===== src/verilog/pmu_defs.svh =====
// PMU constants
// Core and domain counts, demand thresholds and the reset operating point

`ifndef PMU_DEFS_SVH
`define PMU_DEFS_SVH

// Core count is fixed for this processor
`define PMU_NUM_CORES        4
// One domain per core, plus L2, L3, interconnect and peripheral
`define PMU_NUM_DOMAINS      (`PMU_NUM_CORES + 4)
// Throttle slot index selects one of the cores
`define PMU_SLOT_W           2

// Minimum cycles in throttle before returning to active
`define PMU_THERMAL_HOLD     16'd1000

// Miss rate thresholds, in percent
`define PMU_MISS_HIGH        8'd50
`define PMU_MISS_L3          8'd10

// Fixed demand words
`define PMU_DEMAND_THROTTLE  8'h20
`define PMU_DEMAND_MEMBOUND  8'hE0

// Operating point after reset
`define PMU_RST_VOLT         3'd4
`define PMU_RST_FREQ         4'd8

`endif

===== src/verilog/pmu_dvfs_pkg.sv =====
// PMU DVFS types
// Utilization values, operating point and the demand word

package pmu_dvfs_pkg;

    // Utilization or demand, in percent
    typedef logic [7:0] pmu_util_t;

    // Voltage and frequency level pair
    typedef struct packed {
        logic [2:0] volt;
        logic [3:0] freq;
    } pmu_op_t;

    // Demand word
    // Raw value for averaging, band and fine part for the lookup
    typedef union packed {
        pmu_util_t raw;
        struct packed {
            logic [3:0] band;
            logic [3:0] fine;
        } fld;
    } pmu_demand_u;

endpackage


===== src/verilog/pmu_state_pkg.sv =====
// PMU power state types
// State encoding, configuration word and per-core activity inputs

`include "pmu_defs.svh"

package pmu_state_pkg;

    // One-hot power states, reset state is active
    typedef enum logic [7:0] {
        PMU_ACTIVE     = 8'h01,
        PMU_IDLE       = 8'h02,
        PMU_SLEEP      = 8'h04,
        PMU_DEEP_SLEEP = 8'h08,
        PMU_THROTTLE   = 8'h10
    } pmu_state_e;

    // Static configuration, 36 bits
    typedef struct packed {
        logic        aggressive_gating;
        logic        cache_gating_en;
        logic        power_gating_en;
        logic        retention_en;
        logic [15:0] idle_timeout;
        logic [15:0] sleep_timeout;
    } pmu_cfg_t;

    // Activity indicators, one bit per core
    typedef struct packed {
        logic [`PMU_NUM_CORES-1:0] core_active;
        logic [`PMU_NUM_CORES-1:0] core_idle;
        logic [`PMU_NUM_CORES-1:0] cache_active;
    } pmu_act_t;

endpackage


===== src/verilog/pmu_top.sv =====
// PMU top level
// Connects the state machine, DVFS, clock gating and domain blocks

`timescale 1ns/1ps

`include "pmu_defs.svh"

module pmu_top
    import pmu_state_pkg::*;
    import pmu_dvfs_pkg::*;
(
    input  logic                           clk_i,
    input  logic                           rst_ni,
    input  logic                           pm_enable_i,
    input  pmu_cfg_t                       cfg_i,
    input  pmu_act_t                       act_i,
    input  pmu_util_t [`PMU_NUM_CORES-1:0] util_i,
    input  logic [7:0]                     miss_rate_i,
    input  logic                           thermal_alert_i,
    output logic [`PMU_NUM_CORES-1:0]      core_clk_en_o,
    output logic                           l2_clk_en_o,
    output logic                           l3_clk_en_o,
    output logic                           ic_clk_en_o,
    output pmu_op_t                        op_o,
    output logic                           dvfs_update_o,
    output logic [31:0]                    dvfs_transitions_o,
    output logic [`PMU_NUM_DOMAINS-1:0]    domain_en_o,
    output logic [`PMU_NUM_DOMAINS-1:0]    retention_o,
    output pmu_state_e                     state_o
);

    pmu_state_e             state;
    logic [`PMU_SLOT_W-1:0] slot;

    assign state_o = state;

    pmu_state_fsm i_pmu_state_fsm (
        .clk_i           (clk_i),
        .rst_ni          (rst_ni),
        .pm_enable_i     (pm_enable_i),
        .cfg_i           (cfg_i),
        .act_i           (act_i),
        .thermal_alert_i (thermal_alert_i),
        .state_o         (state),
        .slot_o          (slot)
    );

    pmu_dvfs_ctrl i_pmu_dvfs_ctrl (
        .clk_i         (clk_i),
        .rst_ni        (rst_ni),
        .state_i       (state),
        .util_i        (util_i),
        .miss_rate_i   (miss_rate_i),
        .op_o          (op_o),
        .update_o      (dvfs_update_o),
        .transitions_o (dvfs_transitions_o)
    );

    pmu_clock_gate_ctrl i_pmu_clock_gate_ctrl (
        .clk_i         (clk_i),
        .rst_ni        (rst_ni),
        .state_i       (state),
        .slot_i        (slot),
        .cfg_i         (cfg_i),
        .act_i         (act_i),
        .miss_rate_i   (miss_rate_i),
        .core_clk_en_o (core_clk_en_o),
        .l2_clk_en_o   (l2_clk_en_o),
        .l3_clk_en_o   (l3_clk_en_o),
        .ic_clk_en_o   (ic_clk_en_o)
    );

    // Domain block reads the registered clock enables
    pmu_domain_ctrl i_pmu_domain_ctrl (
        .clk_i       (clk_i),
        .rst_ni      (rst_ni),
        .state_i     (state),
        .slot_i      (slot),
        .cfg_i       (cfg_i),
        .act_i       (act_i),
        .l2_clk_en_i (l2_clk_en_o),
        .l3_clk_en_i (l3_clk_en_o),
        .ic_clk_en_i (ic_clk_en_o),
        .domain_en_o (domain_en_o),
        .retention_o (retention_o)
    );

endmodule


===== src/verilog/pmu_domain_ctrl.sv =====
// PMU power domain control
// Registered enables and retention bits for core and shared domains
// Cache and interconnect domains follow their clock enables

`timescale 1ns/1ps

`include "pmu_defs.svh"

module pmu_domain_ctrl
    import pmu_state_pkg::*;
(
    input  logic                        clk_i,
    input  logic                        rst_ni,
    input  pmu_state_e                  state_i,
    input  logic [`PMU_SLOT_W-1:0]      slot_i,
    input  pmu_cfg_t                    cfg_i,
    input  pmu_act_t                    act_i,
    input  logic                        l2_clk_en_i,
    input  logic                        l3_clk_en_i,
    input  logic                        ic_clk_en_i,
    output logic [`PMU_NUM_DOMAINS-1:0] domain_en_o,
    output logic [`PMU_NUM_DOMAINS-1:0] retention_o
);

    logic [`PMU_NUM_DOMAINS-1:0] en_d;
    logic [`PMU_NUM_DOMAINS-1:0] ret_d;
    logic                        shared_ret;
    logic                        act;

    // L2, L3 and peripheral retain in sleep
    assign shared_ret = (state_i == PMU_SLEEP) && cfg_i.retention_en;

    // ------------------------------------------------
    // Core domains
    // ------------------------------------------------
    always_comb begin
        act = 1'b0;
        for (int i = 0; i < `PMU_NUM_CORES; i++) begin
            act = act_i.core_active[i];
            case (state_i)
                PMU_IDLE: begin
                    en_d[i]  = act || !cfg_i.power_gating_en;
                    ret_d[i] = !act && cfg_i.retention_en;
                end
                PMU_SLEEP: begin
                    en_d[i]  = act;
                    ret_d[i] = !act;
                end
                PMU_DEEP_SLEEP: begin
                    en_d[i]  = 1'b0;
                    ret_d[i] = cfg_i.retention_en;
                end
                PMU_THROTTLE: begin
                    // Same slot as the core clock rotation
                    en_d[i]  = (slot_i == i[`PMU_SLOT_W-1:0]);
                    ret_d[i] = 1'b0;
                end
                default: begin
                    en_d[i]  = 1'b1;
                    ret_d[i] = 1'b0;
                end
            endcase
        end

        // Shared domains above the cores
        en_d[`PMU_NUM_CORES]    = l2_clk_en_i;
        en_d[`PMU_NUM_CORES+1]  = l3_clk_en_i;
        en_d[`PMU_NUM_CORES+2]  = ic_clk_en_i;
        en_d[`PMU_NUM_CORES+3]  = (state_i != PMU_DEEP_SLEEP);
        ret_d[`PMU_NUM_CORES]   = shared_ret;
        ret_d[`PMU_NUM_CORES+1] = shared_ret;
        // no retention in the interconnect
        ret_d[`PMU_NUM_CORES+2] = 1'b0;
        ret_d[`PMU_NUM_CORES+3] = shared_ret;
    end

    always_ff @(posedge clk_i or negedge rst_ni) begin
        if (!rst_ni) begin
            domain_en_o <= '1;
            retention_o <= '0;
        end else begin
            domain_en_o <= en_d;
            retention_o <= ret_d;
        end
    end

endmodule


===== src/verilog/pmu_clock_gate_ctrl.sv =====
// PMU clock gate control
// Registered clock enables for each core, L2, L3 and interconnect

`timescale 1ns/1ps

`include "pmu_defs.svh"

module pmu_clock_gate_ctrl
    import pmu_state_pkg::*;
(
    input  logic                      clk_i,
    input  logic                      rst_ni,
    input  pmu_state_e                state_i,
    input  logic [`PMU_SLOT_W-1:0]    slot_i,
    input  pmu_cfg_t                  cfg_i,
    input  pmu_act_t                  act_i,
    input  logic [7:0]                miss_rate_i,
    output logic [`PMU_NUM_CORES-1:0] core_clk_en_o,
    output logic                      l2_clk_en_o,
    output logic                      l3_clk_en_o,
    output logic                      ic_clk_en_o
);

    logic [`PMU_NUM_CORES-1:0] core_en_d;
    logic                      l2_en_d;
    logic                      l3_en_d;
    logic                      ic_en_d;
    logic                      any_cache;

    assign any_cache = |act_i.cache_active;

    // ------------------------------------------------
    // Enable decode per state
    // ------------------------------------------------
    always_comb begin
        for (int i = 0; i < `PMU_NUM_CORES; i++) begin
            case (state_i)
                PMU_ACTIVE: core_en_d[i] = act_i.core_active[i] || !cfg_i.aggressive_gating;
                PMU_IDLE:   core_en_d[i] = act_i.core_active[i];
                // Only the slot core runs while throttling
                PMU_THROTTLE: begin
                    core_en_d[i] = act_i.core_active[i] && (slot_i == i[`PMU_SLOT_W-1:0]);
                end
                default:    core_en_d[i] = 1'b0;
            endcase
        end

        case (state_i)
            PMU_ACTIVE, PMU_IDLE: begin
                l2_en_d = any_cache || !cfg_i.cache_gating_en;
                l3_en_d = (miss_rate_i > `PMU_MISS_L3) || !cfg_i.cache_gating_en;
            end
            PMU_SLEEP: begin
                // L2 kept clocked for retention
                l2_en_d = cfg_i.retention_en;
                l3_en_d = 1'b0;
            end
            PMU_THROTTLE: begin
                l2_en_d = any_cache;
                l3_en_d = any_cache;
            end
            default: begin
                l2_en_d = 1'b0;
                l3_en_d = 1'b0;
            end
        endcase

        ic_en_d = (state_i == PMU_ACTIVE) ||
                  ((state_i == PMU_IDLE) && (|act_i.core_active));
    end

    // Enables lag the state by one cycle
    always_ff @(posedge clk_i or negedge rst_ni) begin
        if (!rst_ni) begin
            core_clk_en_o <= '1;
            l2_clk_en_o   <= 1'b1;
            l3_clk_en_o   <= 1'b1;
            ic_clk_en_o   <= 1'b1;
        end else begin
            core_clk_en_o <= core_en_d;
            l2_clk_en_o   <= l2_en_d;
            l3_clk_en_o   <= l3_en_d;
            ic_clk_en_o   <= ic_en_d;
        end
    end

endmodule


===== src/verilog/pmu_dvfs_ctrl.sv =====
// PMU DVFS controller
// Turns average utilization and miss rate into an operating point
// Updates are spaced by a one-cycle pulse and counted

`timescale 1ns/1ps

`include "pmu_defs.svh"

module pmu_dvfs_ctrl
    import pmu_state_pkg::*;
    import pmu_dvfs_pkg::*;
(
    input  logic                             clk_i,
    input  logic                             rst_ni,
    input  pmu_state_e                       state_i,
    input  pmu_util_t [`PMU_NUM_CORES-1:0]   util_i,
    input  logic [7:0]                       miss_rate_i,
    output pmu_op_t                          op_o,
    output logic                             update_o,
    output logic [31:0]                      transitions_o
);

    // Sum wide enough for all cores at 0xFF
    logic [7+$clog2(`PMU_NUM_CORES):0] util_sum;
    pmu_demand_u                       demand;
    pmu_op_t                           op_new;
    pmu_op_t                           op_q;
    logic                              update_q;
    logic [31:0]                       trans_q;

    // ------------------------------------------------
    // Workload demand
    // ------------------------------------------------
    always_comb begin
        util_sum = '0;
        for (int i = 0; i < `PMU_NUM_CORES; i++) begin
            util_sum = util_sum + util_i[i];
        end
        if (state_i == PMU_THROTTLE) begin
            demand.raw = `PMU_DEMAND_THROTTLE;
        end else if (miss_rate_i > `PMU_MISS_HIGH) begin
            // Memory-bound work wants full speed
            demand.raw = `PMU_DEMAND_MEMBOUND;
        end else begin
            demand.raw = 8'(util_sum / `PMU_NUM_CORES);
        end
    end

    // Band lookup ignores the fine part
    always_comb begin
        case (demand.fld.band)
            4'h0, 4'h1:             op_new = '{volt: 3'd1, freq: 4'd2};
            4'h2, 4'h3:             op_new = '{volt: 3'd2, freq: 4'd4};
            4'h4, 4'h5, 4'h6, 4'h7: op_new = '{volt: 3'd4, freq: 4'd8};
            4'h8, 4'h9, 4'hA, 4'hB: op_new = '{volt: 3'd6, freq: 4'd12};
            default:                op_new = '{volt: 3'd7, freq: 4'd15};
        endcase
    end

    // ------------------------------------------------
    // Hysteresis and transition count
    // ------------------------------------------------
    always_ff @(posedge clk_i or negedge rst_ni) begin
        if (!rst_ni) begin
            op_q     <= '{volt: `PMU_RST_VOLT, freq: `PMU_RST_FREQ};
            update_q <= 1'b0;
            trans_q  <= '0;
        end else if ((op_new != op_q) && !update_q) begin
            op_q     <= op_new;
            update_q <= 1'b1;
            trans_q  <= trans_q + 32'd1;
        end else begin
            // A change while the pulse is high waits one cycle
            update_q <= 1'b0;
        end
    end

    assign op_o          = op_q;
    assign update_o      = update_q;
    assign transitions_o = trans_q;

endmodule


===== src/verilog/pmu_state_fsm.sv =====
// PMU power state machine
// Tracks active, idle, sleep, deep sleep and thermal throttle
// Also provides the throttle slot that rotates through the cores

`timescale 1ns/1ps

`include "pmu_defs.svh"

module pmu_state_fsm
    import pmu_state_pkg::*;
(
    input  logic                   clk_i,
    input  logic                   rst_ni,
    input  logic                   pm_enable_i,
    input  pmu_cfg_t               cfg_i,
    input  pmu_act_t               act_i,
    input  logic                   thermal_alert_i,
    output pmu_state_e             state_o,
    output logic [`PMU_SLOT_W-1:0] slot_o
);

    pmu_state_e  state_q;
    pmu_state_e  state_d;
    logic [15:0] timer_q;
    logic [15:0] idle_cnt_q;
    logic        any_active;

    assign any_active = |act_i.core_active;

    // ------------------------------------------------
    // Next state
    // ------------------------------------------------
    always_comb begin
        state_d = state_q;
        // Thermal alert wins from any state
        if (thermal_alert_i) begin
            state_d = PMU_THROTTLE;
        end else begin
            case (state_q)
                PMU_ACTIVE: begin
                    if (pm_enable_i && (&act_i.core_idle)) begin
                        state_d = PMU_IDLE;
                    end
                end
                PMU_IDLE: begin
                    if (any_active) begin
                        state_d = PMU_ACTIVE;
                    end else if (idle_cnt_q > cfg_i.idle_timeout) begin
                        state_d = PMU_SLEEP;
                    end
                end
                PMU_SLEEP: begin
                    if (any_active) begin
                        state_d = PMU_ACTIVE;
                    end else if (timer_q > cfg_i.sleep_timeout) begin
                        state_d = PMU_DEEP_SLEEP;
                    end
                end
                PMU_DEEP_SLEEP: begin
                    if (any_active) begin
                        state_d = PMU_ACTIVE;
                    end
                end
                PMU_THROTTLE: begin
                    // Alert is already low here
                    if (timer_q > `PMU_THERMAL_HOLD) begin
                        state_d = PMU_ACTIVE;
                    end
                end
                default: begin
                    state_d = PMU_ACTIVE;
                end
            endcase
        end
    end

    // ------------------------------------------------
    // State, timer and idle counter
    // ------------------------------------------------
    always_ff @(posedge clk_i or negedge rst_ni) begin
        if (!rst_ni) begin
            state_q    <= PMU_ACTIVE;
            timer_q    <= '0;
            idle_cnt_q <= '0;
        end else begin
            state_q <= state_d;
            if (state_d != state_q) begin
                // Both counters restart on every state change
                timer_q    <= '0;
                idle_cnt_q <= '0;
            end else begin
                timer_q <= timer_q + 16'd1;
                if (state_q == PMU_IDLE) begin
                    idle_cnt_q <= idle_cnt_q + 16'd1;
                end
            end
        end
    end

    assign state_o = state_q;
    // Timer modulo core count, shared by clock and domain rotation
    assign slot_o  = timer_q[`PMU_SLOT_W-1:0];

endmodule


===== config.mk =====
export PLATFORM = sky130hd
export DESIGN_NAME = pmu_top
export DESIGN_NICKNAME = d
export VERILOG_FILES = /design/src/verilog/pmu_dvfs_pkg.sv /design/src/verilog/pmu_state_pkg.sv /design/src/verilog/pmu_top.sv /design/src/verilog/pmu_domain_ctrl.sv /design/src/verilog/pmu_clock_gate_ctrl.sv /design/src/verilog/pmu_dvfs_ctrl.sv /design/src/verilog/pmu_state_fsm.sv
export VERILOG_INCLUDE_DIRS = /design/src /design/src/verilog
export SDC_FILE = /design/constraint.sdc
export NUM_CORES = 1
export LEC_CHECK = 0
export BUFFER_PORTS_ARGS = -buffer_cell sky130_fd_sc_hd__buf_2
export CORE_MARGIN = 5
export CORE_UTILIZATION = 50
export DETAILED_ROUTE_END_ITERATION = 12
export GPL_TIMING_DRIVEN = 0
export HOLD_SLACK_MARGIN = 0.06
export MAX_ROUTING_LAYER = met4
export PLACE_DENSITY = 0.77
export SKIP_LAST_GASP = 1
export SYNTH_ARGS = -nofsm -noshare
export SYNTH_HDL_FRONTEND = slang
export SYNTH_HIERARCHICAL = 1
export SYNTH_SLANG_ARGS = --single-unit

===== constraint.sdc =====
create_clock -name clk_i -period 2.3 [get_ports clk_i]
set_input_delay 0.115 -clock clk_i [delete_from_list [all_inputs] [get_ports clk_i]]
set_output_delay 0.115 -clock clk_i [all_outputs]
set_load 0.02 [all_outputs]

* Word-level counts from Yosys, hierarchy flattened
Memory sizes are Yosys's and may differ from the RTL's.
Cells that the tools add are included.
** Operators by class
- $add $sub $neg :: 6
- $mul :: 0
- Div/mod/pow operators :: 0
- $lt $le $gt $ge :: 5
- Equal/unequal tests :: 11
- Shifts and indexed selects :: 0
- Mux-type cells :: 29
- Bitwise gates (word level) :: 0
- Reduce and logical (&&, ||, !) cells :: 37
** Operators with widths (number)
- 8-bit two-way mux :: 10
- 16-bit two-way mux :: 3
- 8-bit one-hot mux with 5 select lines :: 1
- 16-bit by 1-bit adder with 16-bit output (second input constant) :: 2
- 32-bit by 1-bit adder with 32-bit output (second input constant) :: 1
- 16-bit greater-than comparator :: 2
- 1-bit one-hot mux with 3 select lines :: 9
- 10-bit by 8-bit adder with 10-bit output :: 2
- 16-bit by 10-bit greater-than comparator with 1-bit output (second input constant) :: 1
- 1-bit one-hot mux with 4 select lines :: 4
- 1-bit logical AND :: 12
- 1-bit logical OR :: 11
- 8-bit by 8-bit adder with 9-bit output :: 1
- 8-bit by 1-bit == test with 1-bit output (second input constant) :: 1
- 8-bit by 2-bit == test with 1-bit output (second input constant) :: 1
- 8-bit by 3-bit == test with 1-bit output (second input constant) :: 1
- 8-bit by 4-bit == test with 1-bit output (second input constant) :: 1
- 8-bit by 5-bit == test with 1-bit output (second input constant) :: 1
- 8-bit by 4-bit greater-than comparator with 1-bit output (second input constant) :: 1
- 8-bit by 6-bit greater-than comparator with 1-bit output (second input constant) :: 1
- 1-bit logical NOT :: 8
- 8-bit by 4-bit != test with 1-bit output (second input constant) :: 1
- 8-bit != test :: 1
- 4-bit OR reduction :: 2
- 9 further kinds :: 10
** Word-level totals
- Register bits after elaboration :: 100
- Bits in latches :: 0
- Bits in writable memories :: 0
- ROM bits :: 112
- Input port bits :: 92
- Output and inout bits :: 71
- Logic and storage cells :: 102
- Memories :: 1
** Memories
- (no name shown) :: words 16, width 7, read ports 1, clocked after memory_dff 0, write ports 0, line pmu_dvfs_ctrl.sv:51 : case (demand.fld.band)

* Logic depth before layout (Yosys ltp)
Gate-level depths: netlist (run 1).
An unclocked memory read counts as a cell.
- Depth after elaboration :: 9
- Mapped depth :: 14
- Mapped depth without buffers :: 13

* Hierarchy
Netlist (run 1), hierarchy kept.
** By module, submodules not included
- pmu_state_fsm :: instances 1, cells an instance 382, area each 3585.9 µm², sequential area each 1002.2 µm²
- pmu_dvfs_ctrl :: instances 1, cells an instance 272, area each 2707.6 µm², sequential area each 927.1 µm²
- pmu_domain_ctrl :: instances 1, cells an instance 62, area each 659.4 µm², sequential area each 335.3 µm²
- pmu_clock_gate_ctrl :: instances 1, cells an instance 41, area each 446.7 µm², sequential area each 183.9 µm²

* Least setup slack after synthesis (run 1)
Ideal clock, no wire load.
- Path kind :: input port to flip-flop
- From :: in util_i[6] (netlist name)
- To :: reg i_pmu_dvfs_ctrl.op_q, in the netlist i_pmu_dvfs_ctrl/op_o[0]
- Arrival :: 3673 ps
- Required time :: 2172 ps
- Path slack :: -1500 ps
- Stages :: 14
- Path through :: inv_1 -> fa_1 -> fa_1 -> inv_1 -> ha_1 -> a21o_1 -> a21o_1 -> a311o_1 -> or2_2 -> o41a_1 -> nand3_1 -> buf_2 -> nand2_2 -> mux2_1
** On the way
- Longest elaborated chain between the ends :: 8
** RTL lines
- start: declaration :: line pmu_top.sv:17 : input pmu_util_t [`PMU_NUM_CORES-1:0] util_i,
- 8-bit by 8-bit adder with 9-bit output (*) :: line pmu_dvfs_ctrl.sv:37 : util_sum = util_sum + util_i[i];
- 10-bit by 8-bit adder with 10-bit output (*) (2 in a row) :: line pmu_dvfs_ctrl.sv:37
- 8-bit two-way mux (*) :: line pmu_dvfs_ctrl.sv:41 : end else if (miss_rate_i > `PMU_MISS_HIGH) begin
- 8-bit two-way mux (*) :: line pmu_dvfs_ctrl.sv:39 : if (state_i == PMU_THROTTLE) begin
- memory 16 x 7 bit (*)
- 7-bit != test :: line pmu_dvfs_ctrl.sv:68 : end else if ((op_new != op_q) && !update_q) begin
- 1-bit logical AND :: line pmu_dvfs_ctrl.sv:68
- end signal: assignment :: line pmu_dvfs_ctrl.sv:65 : op_q <= '{volt: `PMU_RST_VOLT, freq: `PMU_RST_FREQ};
- end signal: assignment :: line pmu_dvfs_ctrl.sv:69 : op_q <= op_new;
- end: declaration :: line pmu_dvfs_ctrl.sv:27 : pmu_op_t op_q;
Mark *: on every way between the ends. The rest lies on a longest branch, timed or not.
A chain may end at the register's enable or synchronous reset.

* Worst setup path after layout (run 1)
- From :: in util_i[22] (netlist name)
- To :: reg i_pmu_dvfs_ctrl.op_q, in the netlist i_pmu_dvfs_ctrl/op_o[0]
** On the way
- Longest elaborated chain between the ends :: 7
** RTL lines (line)
- 10-bit by 8-bit adder with 10-bit output (*) (2 in a row) :: pmu_dvfs_ctrl.sv:37
- 8-bit two-way mux (*) :: pmu_dvfs_ctrl.sv:41
- 8-bit two-way mux (*) :: pmu_dvfs_ctrl.sv:39
- memory 16 x 7 bit (*)
- 7-bit != test :: pmu_dvfs_ctrl.sv:68
- 1-bit logical AND :: pmu_dvfs_ctrl.sv:68
Marked as above.

==> reports/metrics.cfg, run 1 <==
[floorplanning]
fp-row-count=44
dieArea_sq_um=17330
design.core.area_sq_um=14530
chipHeight_microns=131.7
die_w_microns=131.7
ioPinCount=163
start_util=0.5091

[synth]
yosys_warnings=6
synth-edff-count=0
syn-mean-instance-area_sq_um=9.775
synth_cell_types=87
ys.flop_type=dfrtp_1
ys_seq_area_frac=0.3309
async_reset_ff_frac=1.000
synth_cells=757
yosys_register_bits=97
syn_area_sq_um=7400

[power]
power-per-cell-area_nw_per_um2=605.0
peakVddDrop_mv=0.4435
p_leak_nw=4.836
total_power_w=0.006478

[placed_design]
place_area_sq_um=8556
dp_hpwl_microns=14170
port_buffers=161
gp_congestion=0.8621
dp.cells=1105

[routing]
num_vias=7160
viasPerCell=5.903
dr_wl_met3_microns=1559
met2WireLength_microns=12360
wl_per_cell_microns=19.82
ant_nets=0
first_pass_iters=5
drc=0
wirelength_met1_microns=9448
drt_iter0_drc=611
totalWireLength_microns=24040
topRoutingLayerUsed=met4

[worst_setup_path]
arrival_ns=3.64
cpMaxStageDelayCell=fa_1
slowest_delay_ns=0.52
critPathCaptureType=flop
path_class=input pin to flop
cp.required_ns=2.53
critical_path.cell_chain=buf_8 -> inv_8 -> fa_1 -> fa_1 -> inv_2 -> ha_4 -> a21o_1 -> a21o_1 -> a311o_1 -> or2_4 -> o41a_1 -> nand3_2 -> buf_12 -> buf_8 -> nand2_8 -> mux2_4
crit_path_max_fanout=6
critPathLaunchType=input pin

[sta]
setup_viol=71
rsz0062_at_grt=true
slew_viol_final=0
slew-limit-headroom=0.4166
hold_viol_final=0
fin_skew_ns=0.006703
fin_ws_ns=-1.101
worst_pin_slew_ns=0.8630
period_needed_ns=3.401
fmax_mhz=294.0
period_share=1.479

[clocking]
cts-root-buf=clkbuf_16
cts_buffers=9
clkSlewWorstSetupHoldPaths_ns=0.07
cts_max_level=3
clkLatencyLatePin_ns=0.35
clk_path_buf_depth=2
numClockSinks=97
cts_tree=yes

[finish]
post_route_cells_drive_above_1_share=0.4704
stdcell_area_sq_um=10710
nets=1174
areaGrowthSynthToFinish_pct=44.69
final_cell_mix=buf_2, inv_1, buf_4
final_common_cell=buf_2
finalNonFillerCells=1213
num_antenna_cells=0
fillerInstances=956

[global_route]
track_usage=0.2546
overflow=0
grt_antenna_before_repair=0
grt_pass1_wl_microns=35760
grt_max_degree=54
grt_pass1_vias=7162

[status]
failed_checks=negative setup slack
status=finished with violations

[flow_run]
maxCapViolations=0

[worst_hold_path]
min_path_type=input pin to flop

-- worst paths after layout --
path	from	end	slack, ns	cells past startpoint
min reg2reg	i_pmu_clock_gate_ctrl/ic_clk_en_o$_DFF_PN1_	i_pmu_domain_ctrl/domain_en_o[6]$_DFF_PN1_	0.36	0
max in group asynchronous	rst_ni	i_pmu_dvfs_ctrl/op_o[6]$_DFFE_PN1P_	1.22	3
min in group asynchronous	rst_ni	i_pmu_state_fsm/idle_cnt_q[7]$_DFFE_PN0P_	0.33	2
max	util_i[22]	i_pmu_dvfs_ctrl/op_o[0]$_DFFE_PN0P_	-1.10	16
max reg2reg	i_pmu_state_fsm/state_o[0]$_DFF_PN1_	i_pmu_dvfs_ctrl/transitions_o[31]$_DFFE_PN0P_	-0.51	9
min	cfg_i[34]	i_pmu_clock_gate_ctrl/l2_clk_en_o$_DFF_PN1_	0.07	3
-- cells in the mapped netlist (5+ instances only) --
master	number	area, sq um
dfstp_2	17	446.7
buf_6	12	135.1
o21ai_0	17	85.08
inv_1	96	360.4
nand4b_1	5	43.79
clkbuf_1	7	26.28
nor3_1	17	85.08
dfrtp_1	80	2002
xnor2_1	30	262.8
buf_4	8	60.06
nor4b_1	6	52.55
and3_1	13	81.33
nor4_1	14	87.58
buf_2	8	40.04
nand4_1	16	100.1
nor2_1	19	71.32
a21oi_1	28	140.1
xor2_1	37	324.1
a211oi_1	20	150.1
ha_1	43	538.0
nand3_1	61	305.3
and2_1	6	37.54
nand2b_1	6	37.54
nor4_2	29	362.9
nand2_1	38	142.6
fa_1	15	300.3
nor2b_1	7	43.79
-- what timing repair did --
action                     4_1_cts  5_1_grt
setup endpoints to repair       72       72
hold endpoints to repair        36        0
pin swaps                       55       61
gates resized for setup        116       96
setup buffers                   54       29
cloned                          10        0
hold buffers                     8        0
-- flip-flops by register name (all words and copies together), names as in the netlist --
| name | cells |
|---|---|
| i_pmu_clock_gate_ctrl/core_clk_en_o | 4 |
| i_pmu_clock_gate_ctrl/ic_clk_en_o | 1 |
| i_pmu_clock_gate_ctrl/l2_clk_en_o | 1 |
| i_pmu_clock_gate_ctrl/l3_clk_en_o | 1 |
| i_pmu_domain_ctrl/domain_en_o | 8 |
| i_pmu_domain_ctrl/retention_o | 5 |
| i_pmu_dvfs_ctrl/op_o | 4 |
| i_pmu_dvfs_ctrl/transitions_o | 32 |
| i_pmu_dvfs_ctrl/update_o | 1 |
| i_pmu_state_fsm/idle_cnt_q | 16 |
| i_pmu_state_fsm/state_o | 8 |
| i_pmu_state_fsm/timer_q | 16 |
-- worst max-delay path: cells and delay by family --
family | cells | cell delay (ns)
fa+ha+maj | 3 | 1.21
compound gates | 4 | 1.13
simple gates | 3 | 0.48
buf+inv | 5 | 0.40
mux | 1 | 0.30
-- report_power, final --
| group | internal [W] | total, W | switching, W |
|---|---|---|---|
| clock | 0.000971 | 0.00162 | 0.000649 |
| sequential | 0.00187 | 0.00210 | 0.000228 |
| combinational | 0.00124 | 0.00276 | 0.00152 |
| total | 0.00408 | 0.00648 | 0.00239 |
-- metal layers --
metal / vias up / global-route usage
met5: - / -
met2: 320 / 0.4278
met4: 0 / 0.08914
met1: 3530 / 0.3100
met3: 68 / 0.04358
li1: 3242 / -
-- metrics by stage --
step | TNS [ns] | hold WS (ns) | utilization | setup slack [ns]
after floorplan | -37.44 | -0.1806 | - | -1.145
after global placement | -67.00 | 0.3499 | 0.5866 | -1.451
after global routing | -54.27 | 0.07008 | 0.7367 | -1.200
final | -48.00 | 0.07121 | 0.7367 | -1.101
after detailed placement | -71.21 | 0.1681 | 0.5887 | -1.566
after CTS | -41.22 | 0.06900 | 0.6911 | -1.100
-- kinds of logic after synthesis --
group / after synthesis / share of synthesized area
AND/OR/NAND/NOR: 272 / 0.2462
XOR/XNOR: 68 / 0.08302
buffers and inverters: 131 / 0.08404
AO/OA/AOI/OAI: 123 / 0.1326
flip-flops: 97 / 0.3309
adder cells (fa/ha/maj): 58 / 0.1133
multiplexers: 6 / 0.008961
other: 2 / 0.001015
-- cell type report --
type | instances | area [sq um] | share of cell area
Tap cell | 184 | 230.2 | 0.02150
Clock inverter | 1 | 30.03 | 0.002805
Clock buffer | 15 | 289.0 | 0.02700
Inverter | 96 | 367.9 | 0.03436
Sequential cell | 97 | 2467 | 0.2305
Multi-Input combinational cell | 531 | 5205 | 0.4862
Timing Repair Buffer | 260 | 1788 | 0.1670
Buffer | 29 | 329.1 | 0.03074
Power figures use the tool's default switching activity.
==> run 2: changes to the inputs <==
--- a/config.mk
+++ b/config.mk
@@ -13,7 +13,7 @@
 export GPL_TIMING_DRIVEN = 0
 export HOLD_SLACK_MARGIN = 0.06
 export MAX_ROUTING_LAYER = met4
-export PLACE_DENSITY = 0.77
+export PLACE_DENSITY = 0.74
 export SKIP_LAST_GASP = 1
 export SYNTH_ARGS = -nofsm -noshare
 export SYNTH_HDL_FRONTEND = slang
==> constraint.sdc (replaced) <==
create_clock -name clk_i -period 3.9 [get_ports clk_i]
set_input_delay 0.195 -clock clk_i [delete_from_list [all_inputs] [get_ports clk_i]]
set_output_delay 0.195 -clock clk_i [all_outputs]
set_load 0.02 [all_outputs]
==> run 2 against run 1 <==
  * The flow now finishes without violations
  * Die area is the same
  * Total power shrank 51%
  * Design area shrank 18%
  * First-iteration DRC count shrank 20%
  * Register-to-register slack gained 1.5 ns
  * Worst setup slack gained 1.3 ns
  * Wire length shrank 25%
  * Critical endpoint is now i_pmu_dvfs_ctrl/transitions_o[31]$_DFFE_PN0P_
==> reports/metrics.cfg, run 2 (same netlist as run 1, synthesis figures left out) <==
[sta]
fmax_mhz=267.0
hold_viol_final=0
worst_pin_slew_ns=0.7900
fin_skew_ns=0.005322
rsz0062_at_grt=false
setup_viol=0
period_share=0.9604
hold_ws_ns=0.07694
period_needed_ns=3.745
slew_viol_final=0
slew-limit-headroom=0.4659

[finish]
final_cell_mix=buf_2, inv_1, dfrtp_1
areaGrowthSynthToFinish_pct=18.97
stdcell_area_sq_um=8803
largest_reg_flops=32
final_common_cell=buf_2
nets=1083
final_util=0.6057
post_route_cells_drive_above_1_share=0.3081
num_antenna_cells=0

[worst_setup_path]
path_delay_family=compound AO/OA/AOI/OAI gates
slowest_delay_ns=0.53
reg2reg_to=i_pmu_state_fsm/timer_q[6]$_DFF_PN0_
cpMaxStageDelayCell=fa_1
r2r_cells=8
path_depth=15
path_class=input pin to flop
cp.required_ns=4.13
endpoint=i_pmu_dvfs_ctrl/transitions_o[31]$_DFFE_PN0P_
arrival_ns=3.98
reg2reg_slack_ns=0.94
timing.rr.start=i_pmu_state_fsm/idle_cnt_q[5]$_DFFE_PN0P_
critPathLaunchType=input pin
critPathCaptureType=flop
crit_path_max_fanout=10
cp.buffers_inverters=4
crit_path_start=util_i[6]
critical_path.cell_chain=buf_2 -> inv_1 -> fa_1 -> fa_1 -> inv_1 -> ha_1 -> a21o_1 -> a21o_1 -> a311o_1 -> or2_2 -> a41oi_1 -> o211ai_2 -> buf_6 -> a2111o_1 -> xnor2_1

[clocking]
cts_max_level=3
numClockSinks=97
cts_tree=yes
cts-root-buf=clkbuf_16
cts_buffers=9
clkSlewWorstSetupHoldPaths_ns=0.06
cts_setup_buffers=0
clkLatencyLatePin_ns=0.35
clk_path_buf_depth=2

[routing]
ant_nets=0
drt_iter0_drc=488
num_vias=6282
first_pass_iters=5
totalWireLength_microns=17940
drc=0
viasPerCell=5.599
wl_per_cell_microns=15.98

[power]
netSwitchingPower_w=0.001140
p_leak_nw=4.186
p_seq_frac=0.391
combPwrFrac=0.316
total_power_w=0.003143
p_int_w=0.002003
power.clock.fraction=0.293
peakVddDrop_mv=0.2078
p_sw_frac=0.3627
power-per-cell-area_nw_per_um2=357.0

[global_route]
grt_pass1_vias=6116
grt_max_degree=66
overflow=0
grt_antenna_before_repair=0
grt_pass1_wl_microns=30710
track_usage=0.2137

[placed_design]
dp_hpwl_microns=13770
gp_congestion=0.8744
port_buffers=161
place_area_sq_um=8473

[floorplanning]
chipHeight_microns=131.7
fp-row-count=44
dieArea_sq_um=17330
ioPinCount=163
die_w_microns=131.7
start_util=0.5091
design.core.area_sq_um=14530

[status]
status=finished clean

[worst_hold_path]
min_path_type=input pin to flop

[flow_run]
maxCapViolations=0

[run 2: cell count changes in the layout (fill, tap and decap cells not counted), sizes merged]
cell	before	now
clkinvlp	0	2
buf	274	190
clkbuf	22	18
clkinv	0	2
dlygate4sd3	8	1
[run 2: cell type report]
cell class	instances	area, sq um
multi-input cells	531	4342
clock buffers	11	252.7
repair buffers	163	845.8
well taps	184	230.2
flip-flops and latches	97	2449
clock inverters	5	53.80
plain buffers	35	270.3
fillers	1253	5731
inverters	96	360.3
[run 2: worst min-delay path by stage]
stage,from,end,slack (ns),cells past startpoint
global route,thermal_alert_i,i_pmu_state_fsm/state_o[1]$_DFF_PN0_,0.07,2
global placement,i_pmu_clock_gate_ctrl/l2_clk_en_o$_DFF_PN1_,i_pmu_domain_ctrl/domain_en_o[4]$_DFF_PN1_,0.35,0
CTS,thermal_alert_i,i_pmu_state_fsm/state_o[1]$_DFF_PN0_,0.06,2
floorplan,rst_ni,i_pmu_domain_ctrl/retention_o[0]$_DFF_PN0_,-0.10,0
finish,thermal_alert_i,i_pmu_state_fsm/state_o[1]$_DFF_PN0_,0.08,2
detailed placement,rst_ni,i_pmu_state_fsm/idle_cnt_q[15]$_DFFE_PN0P_,0.18,1
[run 2: repair_timing]
action,4_1_cts,5_1_grt
gates cloned,0,0
endpoints found under the setup margin,2,23
resized for setup,1,6
hold endpoints to repair,22,0
hold buffers,1,0
[run 2: routing by layer]
layer / track usage / vias up / part of all wire
li1: - / 3064 / -
met1: 0.2921 / 3028 / 0.46
met2: 0.3296 / 175 / 0.48
met3: 0.04052 / 15 / 0.051
met4: 0.05371 / 0 / 0.0095
met5: - / - / 0
[run 2: worst register-to-register path, stage by stage, from the launching register on]
cell and delay, ns:
dfrtp_1 0.45, ha_1 0.32, a21oi_1 0.14, o21ai_0 0.10
o2bb2ai_1 0.14, o41ai_1 0.72, a32oi_1 0.35, buf_2 0.32
nor4_2 0.32
[run 2: stage by stage]
stage / setup WS [ns] / setup TNS [ns] / cells
after floorplan: 0.01974 / 0 / 759
final: 0.1545 / 0 / 1122
after global placement: -0.3739 / -7.704 / 1104
after detailed placement: -0.3843 / -7.543 / 1105
after CTS: 0.01418 / 0 / 1122
after global routing: 0.001950 / 0 / 1122
[run 2: power groups by stage]
stage | Combinational (W) | Sequential [W] | Clock (W)
4_1_cts | 0.000988 | 0.00123 | 0.000933
6_report | 0.000993 | 0.00123 | 0.000920
3_3_place_gp | 0.000960 | 0.00124 | 0
5_1_grt | 0.00109 | 0.00125 | 0.000981
2_1_floorplan | 0.000560 | 0.00133 | 0
3_5_place_dp | 0.000976 | 0.00124 | 0
==> run 3: changes to the inputs <==
--- a/config.mk
+++ b/config.mk
@@ -13,7 +13,7 @@
 export GPL_TIMING_DRIVEN = 0
 export HOLD_SLACK_MARGIN = 0.06
 export MAX_ROUTING_LAYER = met4
-export PLACE_DENSITY = 0.74
+export PLACE_DENSITY = 0.77
 export SKIP_LAST_GASP = 1
 export SYNTH_ARGS = -nofsm -noshare
 export SYNTH_HDL_FRONTEND = slang
==> constraint.sdc (replaced) <==
create_clock -name clk_i -period 3.2 [get_ports clk_i]
set_input_delay 0.16 -clock clk_i [delete_from_list [all_inputs] [get_ports clk_i]]
set_output_delay 0.16 -clock clk_i [all_outputs]
set_load 0.02 [all_outputs]
==> run 3 against run 2 <==
  * The flow now finishes with violations (negative setup slack)
  * Combinational power increased by 66%
  * Utilization increased by 3.3 points
  * Flip-flop and latch count unchanged
  * Hold slack gained 0.013 ns
  * Clock skew grew 0.0026 ns
  * Via count grew 2.1%
  * Sequential power grew 22%
  * Clock power grew 27%
  * Sequential share of layout area decreased by 1.4 points
  * Critical path depth did not move
  * Non-clock buffer count grew 10
  * Wire length grew 7.0%
==> reports/metrics.cfg, run 3 (same netlist as run 1, synthesis figures left out) <==
[status]
status=finished with violations
failed_checks=negative setup slack

[floorplanning]
ioPinCount=163
dieArea_sq_um=17330
start_util=0.5091
die_w_microns=131.7
chipHeight_microns=131.7
design.core.area_sq_um=14530
fp-row-count=44

[routing]
first_pass_iters=5
wl_per_cell_microns=16.93
num_vias=6412
ant_nets=0
totalWireLength_microns=19180
drt_iter0_drc=530
drc=0
viasPerCell=5.659

[clocking]
clkSlewWorstSetupHoldPaths_ns=0.07
cts-root-buf=clkbuf_16
cts_buffers=9
clk_path_buf_depth=2
numClockSinks=97
clkLatencyLatePin_ns=0.36
cts_max_level=3
cts_tree=yes

[worst_setup_path]
arrival_ns=3.55
r2r_cells=8
critical_path.cell_chain=buf_6 -> inv_2 -> fa_1 -> fa_1 -> inv_2 -> ha_4 -> a21o_1 -> a21o_1 -> a311o_1 -> or2_4 -> a41oi_2 -> o211ai_4 -> buf_6 -> a2111o_1 -> xnor2_1
cpMaxStageDelayCell=fa_1
cp.required_ns=3.45
path_class=input pin to flop
crit_path_max_fanout=5
critPathLaunchType=input pin
slowest_delay_ns=0.51
critPathCaptureType=flop

[flow_run]
maxCapViolations=0

[sta]
period_share=1.031
setup_viol=28
fmax_mhz=303.2
worst_pin_slew_ns=0.8956
slew_viol_final=0
tns_ns=-1.293
fin_skew_ns=0.007875
period_needed_ns=3.298
slew-limit-headroom=0.3945
fin_ws_ns=-0.09849
rsz0062_at_grt=true
hold_viol_final=0

[placed_design]
dp_hpwl_microns=14120
gp_congestion=0.8706
port_buffers=161

[power]
p_leak_nw=4.301
power-per-cell-area_nw_per_um2=465.6
peakVddDrop_mv=0.3182

[finish]
final_cell_mix=buf_2, inv_1, dfrtp_1
final_util=0.6385
areaGrowthSynthToFinish_pct=25.41
post_route_cells_drive_above_1_share=0.3671
final_common_cell=buf_2
nets=1093
largest_reg_flops=32

[global_route]
grt_antenna_before_repair=1
grt_max_degree=62
track_usage=0.2218
grt_pass1_vias=6297
grt_pass1_wl_microns=31380
overflow=0

[worst_hold_path]
min_path_type=input pin to flop
hold_depth=2

==> run 3: changes by cell type in the layout (fill, tap and decap cells not counted), sizes merged <==
cell         before  now
buf             190  199
clkbuf           18   20
clkinv            2    0
clkinvlp          2    1
diode             0    1
dlygate4sd3       1    2
inv              96   97
==> run 3: where the power goes <==
part	switching [W]	internal, W
sequential	0.000157	0.00134
combinational	0.000953	0.000692
clock	0.000477	0.000697
==> run 3: critical path, delay by kind of cell <==
kind	cells	cell delay, ns
simple gates	1	0.27
fa+ha+maj	3	1.21
xor+xnor	1	0.13
compound gates	6	1.43
buf+inv	4	0.33
==> run 3: final cells by class <==
class	count	area (sq um)
fill	1201	5254
clock buffer	13	281.5
tap	184	230.2
clock inverter	3	43.79
multi-input combinational	531	4632
antenna	1	2.502
inverter	96	367.9
buffer	35	301.5
timing repair buffer	173	972.2
sequential	97	2449
==> run 3: through the flow <==
step	cells	instance area [sq um]	power, W	setup slack (ns)	hold slack, ns
floorplan	759	7473	0.002380	-0.2901	-0.1356
global placement	1104	8509	0.002769	-0.6195	0.3543
detailed placement	1105	8539	0.002794	-0.6367	0.1610
CTS	1130	9141	0.004209	-0.1210	0.07754
global route	1133	9280	0.004524	-0.2042	0.09401
finish	1133	9280	0.004321	-0.09849	0.09001
==> run 3: path summary, 6_finish.rpt <==
path	slack, ns	from	endpoint
min reg2reg	0.36	i_pmu_clock_gate_ctrl/l2_clk_en_o$_DFF_PN1_	i_pmu_domain_ctrl/domain_en_o[4]$_DFF_PN1_
min in group asynchronous	0.31	rst_ni	i_pmu_state_fsm/idle_cnt_q[11]$_DFFE_PN0P_
min	0.09	act_i[9]	i_pmu_clock_gate_ctrl/core_clk_en_o[1]$_DFF_PN1_
max in group asynchronous	2.16	rst_ni	i_pmu_state_fsm/state_o[0]$_DFF_PN1_
max reg2reg	0.27	i_pmu_state_fsm/idle_cnt_q[13]$_DFFE_PN0P_	i_pmu_state_fsm/idle_cnt_q[12]$_DFFE_PN0P_
max	-0.1	util_i[14]	i_pmu_dvfs_ctrl/transitions_o[31]$_DFFE_PN0P_
==> run 3: what timing repair did <==
item                                    CTS  global route
buffers inserted                          6             2
resized for setup                        41            25
pin swaps                                18            10
hold buffers                              2             0
endpoints found under the setup margin   35            38
hold endpoints to repair                 22             0
gates cloned                              1             0
==> run 3: per-layer routing <==
layer / vias up / global-route usage / part of all wire
li1: 3081 / - / -
met1: 3125 / 0.2899 / 0.44
met2: 186 / 0.3578 / 0.50
met3: 20 / 0.03555 / 0.048
met4: 0 / 0.06514 / 0.012
met5: - / - / 0
